<file path="src/rtl/stream_pkg.sv">
////////////////////////////////////////////////////////////
// Stream switch package.
// Port counts, field widths and the beat type shared by
// the arbiter, the demux stages and the switch top.
////////////////////////////////////////////////////////////
package stream_pkg;

    // Bytes carried in tdata.
    localparam int DATA_BYTES = 4;

    // Width of the routing field.
    localparam int DEST_WIDTH = 3;

    // Number of ingress streams.
    localparam int INPUTS = 4;

    // Number of destination ports, default port not counted.
    localparam int DEST_PORTS = 4;

    // Source tag width, wide enough to name one ingress.
    localparam int ID_WIDTH = 2;

    // One AXI4-Stream beat.
    // Valid and ready travel beside it as separate signals.
    typedef struct packed {
        logic [DATA_BYTES*8-1:0] tdata;
        logic [DATA_BYTES-1:0]   tkeep;
        logic                    tlast;
        logic [DEST_WIDTH-1:0]   tdest;
        logic [ID_WIDTH-1:0]     tid;
        logic                    tuser;
    } stream_beat_t;

endpackage

</file>
<file path="src/rtl/stream_demux_unit.sv">
////////////////////////////////////////////////////////////
// Registered demux stage.
// Routes tdest BASE to BASE+OUTPUTS-1 to its own outputs and
// passes every other beat on to the next stage.
////////////////////////////////////////////////////////////
`timescale 1ns/1ps

module stream_demux_unit #(
    parameter int BASE    = 0,
    parameter int OUTPUTS = 2
) (
    input  logic                                  aclk,
    input  logic                                  areset_n,
    input  logic                                  in_valid,
    input  stream_pkg::stream_beat_t              in_beat,
    output logic                                  in_ready,
    output logic [OUTPUTS-1:0]                    out_valid,
    output stream_pkg::stream_beat_t [OUTPUTS-1:0] out_beat,
    input  logic [OUTPUTS-1:0]                    out_ready,
    output logic                                  pass_valid,
    output stream_pkg::stream_beat_t              pass_beat,
    input  logic                                  pass_ready
);
    import stream_pkg::*;

    // Index OUTPUTS is the pass-on port.
    localparam int SELECT = OUTPUTS + 1;

    logic [SELECT-1:0] select;
    logic [SELECT-1:0] ready;

    // One-hot selects from tdest.
    // Pass-on is taken when no local port matches.
    always_comb begin
        select = '0;
        for (int i = 0; i < OUTPUTS; i++) begin
            select[i] = (in_beat.tdest == DEST_WIDTH'(BASE + i));
        end
        select[OUTPUTS] = ~|select[OUTPUTS-1:0];
    end

    always_comb begin
        ready[OUTPUTS-1:0] = out_ready;
        ready[OUTPUTS] = pass_ready;
    end

    // A stalled output only blocks the input while it is the one selected.
    always_comb in_ready = !in_valid || |(ready & select);

    // Pass-on register.
    always_ff @(posedge aclk or negedge areset_n) begin
        if (!areset_n) begin
            pass_valid <= 1'b0;
        end
        else if (pass_ready) begin
            pass_valid <= in_valid && select[OUTPUTS];
        end
    end

    always_ff @(posedge aclk) begin
        if (pass_ready) begin
            pass_beat <= in_beat;
        end
    end

    // One register per local output, each enabled by its own ready.
    for (genvar k = 0; k < OUTPUTS; k++) begin : g_outputs
        always_ff @(posedge aclk or negedge areset_n) begin
            if (!areset_n) begin
                out_valid[k] <= 1'b0;
            end
            else if (out_ready[k]) begin
                out_valid[k] <= in_valid && select[k];
            end
        end

        // Payload follows the input whenever the port can take it.
        always_ff @(posedge aclk) begin
            if (out_ready[k]) begin
                out_beat[k] <= in_beat;
            end
        end
    end

endmodule

</file>
<file path="config.mk">
export PLATFORM = sky130hd
export DESIGN_NAME = stream_demux_unit
export DESIGN_NICKNAME = d
export VERILOG_FILES = /design/src/rtl/stream_pkg.sv /design/src/rtl/stream_demux_unit.sv
export SDC_FILE = /design/constraint.sdc
export NUM_CORES = 1
export LEC_CHECK = 0
export BUFFER_PORTS_ARGS = -buffer_cell sky130_fd_sc_hd__buf_2
export CORE_MARGIN = 5
export CORE_UTILIZATION = 40
export CTS_CLUSTER_SIZE = 30
export DETAILED_ROUTE_END_ITERATION = 12
export HOLD_SLACK_MARGIN = 0.06
export PLACE_DENSITY_LB_ADDON = 0.2
export SYNTH_ARGS = -nofsm -noshare
export SYNTH_HDL_FRONTEND = slang
export SYNTH_SLANG_ARGS = --single-unit
</file>
<file path="constraint.sdc">
create_clock -name aclk -period 0.8 [get_ports aclk]
set_input_delay 0.04 -clock aclk [delete_from_list [all_inputs] [get_ports aclk]]
set_output_delay 0.04 -clock aclk [all_outputs]
set_load 0.02 [all_outputs]
</file>
==> summary.txt <==
Post-Synthesis Cells = 144
Gpl congestion = 0.742
#FFs+latches synth = 132
Worst Hold Launch = out_ready[0]
Met2 usage = 27.5%
Via count = 2,509
Cell depth of the worst flop-to-flop path = 2
Initial Util = 41.1%
Detailed Place HPWL = 6550 µm
Power Density = 2630 nW/µm²
Synth warn = 0
Core Region = 9820 µm²
Post-Syn Nets = 193
Reg clk slew, reported paths = 0.06 ns
Share of the yosys chip area belonging to registers = 97.7%
Later-pin clock latency in the skew report = 0.50 ns
First-pass GRT wire length = 15,700 µm
Crit Reg-Reg Endpoint = pass_valid
Final net count = 471
Min Hold Slack = -0.0853 ns
Non-filler cells in the finished layout = 567
Initial DRC count = 62
Routed Antenna Nets = 0
Fin crit share = 141%
Synth cell types = 10
Outcome = complete, but fails checks
Failing checks = negative hold slack, negative setup slack
# IOs = 182
Placed cell area = 5330 µm²
DP Cell Count = 477
Worst VDD drop = 1.64 mV
Final wirelength = 10,800 µm
Largest net degree at the start of global routing = 22
Setup ws final = -0.327 ns
Syn Std Cell Area = 4040 µm²
Unrepaired setup endpoints after global routing = yes
Crit-path cells = buf_6
Reg2reg start = pass_valid
PortBufs = 181
DIE WIDTH = 111 µm
CTS tree = yes
Std-Cell Rows = 36
Critical path launch point type = flop
Top delay family on crit path = flip-flops
Antenna violations before repair = 0
DRC Markers = 0
Worst clock skew = 0 ns
Busiest grt layer = met2
Die height = 111 µm
Hold Path Sink = out_beat[10]
Tmin final = 1.13 ns
Syn Area/Cell = 28.1 µm²
CP required = 0.76 ns
Antenna diodes = 0
CTS H-tree depth = 4
Max_cap viols = 0
CTS root buffer = clkbuf_8
Pre-CTS WS = -0.0218 ns
Router iterations before antenna repair = 4
Worst Path Max Fanout = 1
Max-slew headroom = 81.1%
Crit. End Element = output pin
Final Cell Area = 7240 µm²
Die area = 12,200 µm²
Wire per inst = 19.0 µm
Slowest cell on the critical path = edfxtp_1
Max-slew violation count = 0
WP data arrival = 1.09 ns
CTS Buf Count = 17
Met3 usage = 8.64%
GRT overflow = 0
Leakage = 0.00297 µW
Vias in the first global route = 2,790
Overall power = 19,000 µW
Clock tree buffer depth = 2
Syn-to-layout area delta = 79.3%
Setup Viol. Count Final = 136
Hold path depth = 2
Critical path buffers and inverters = 1
Final hold vios = 4
Crit path kind = flop to output pin
GRT Overall Usage = 16.9%
Least-Margin Pin Slew = 0.284 ns
R2R Setup Slk = -0.04 ns
Worst path max stage delay = 0.42 ns
Vias/cell = 4.43
Share of layout cells above drive strength 1 = 54.8%
Met1 global-route usage = 18.5%
Sum of negative setup slack = -36.34 ns
Clock sink total = 132
Hold crit path type = input port to flop
FMAX = 887 MHz
## cell usage after synthesis
cell type	n	area share, %
a22o_1	1	0.22
a22oi_1	1	0.19
a31o_1	2	0.43
dfrtp_1	3	1.9
edfxtp_1	129	96
inv_1	1	0.093
mux2i_1	1	0.25
nor2b_1	4	0.62
nor3b_2	1	0.31
or2_1	1	0.15
## registers in the layout (all words and copies together), names as in the netlist
register	cells
pass_beat	43
out_beat	86
pass_valid	1
out_valid	2
## kinds of logic after synthesis
| kind of cell | share of synthesized area (%) |
|---|---|
| simple gates | 1.08 |
| compound gates | 0.836 |
| mux | 0.248 |
| flops | 97.7 |
| buf+inv | 0.0928 |
## repair_timing
action,CTS,global route
resized for setup,103,121
endpoints found under the setup margin,133,161
pin swaps,3,1
hold endpoints to repair,218,39
hold buffers,52,2
buffers inserted,1,5
## metal layers
metal / part of all wire [%] / up-vias / wire length (µm)
met1: 38 / 1205 / 4060
met2: 50 / 138 / 5370
met5: 0 / - / 0
met4: 1.7 / 0 / 187
li1: - / 1151 / -
met3: 11 / 15 / 1150
## how the worst max path moves through the flow
stage | start | cells past startpoint | slack, ns | endpoint
CTS | pass_beat[35] | 1 | -0.34 | pass_beat[35]
detailed placement | in_beat[4] | 4 | -0.02 | in_ready
finish | out_beat[49] | 1 | -0.33 | out_beat[49]
global route | out_beat[49] | 1 | -0.36 | out_beat[49]
global placement | in_beat[4] | 4 | -0.009 | in_ready
floorplan | out_valid[1] | 2 | -0.06 | out_valid[1]
## area by class of cell
type / count / area [µm²]
clock inverter: 10 / 180
fill: 596 / 2580
sequential: 132 / 3950
timing repair buffer: 259 / 2390
inverter: 1 / 3.75
clock buffer: 21 / 449
tap: 133 / 166
multi-input combinational: 11 / 108
## stage by stage
stage          utilization (%)  hold slack [ns]
5_1_grt                   73.8           -0.102
3_5_place_dp              54.3           -0.154
4_1_cts                   69.4          -0.0901
6_report                  73.8          -0.0853
3_3_place_gp              54.3           -0.158
2_1_floorplan                -           -0.256
## cell usage in the layout, fill, tap and decap left out, drive strengths merged
cell type	netlist	layout
a22oi	1	1
edfxtp	129	129
dlygate4sd3	0	52
a22o	1	1
nor2b	4	4
clkinvlp	0	2
buf	0	205
clkinv	0	3
a31o	2	2
clkbuf	0	22
bufinv	0	5
nor3b	1	1
mux2i	1	1
dfrtp	3	3
inv	1	1
dlymetal6s4s	0	1
or2	1	1
## power by group
| part | internal (µW) | leakage (µW) | switching, µW |
|---|---|---|---|
| Combinational | 1230 | 0.00136 | 1250 |
| Sequential | 8210 | 0.00130 | 248 |
| Clock | 5500 | 0.000304 | 2600 |
(Power assumes the default switching activity.)
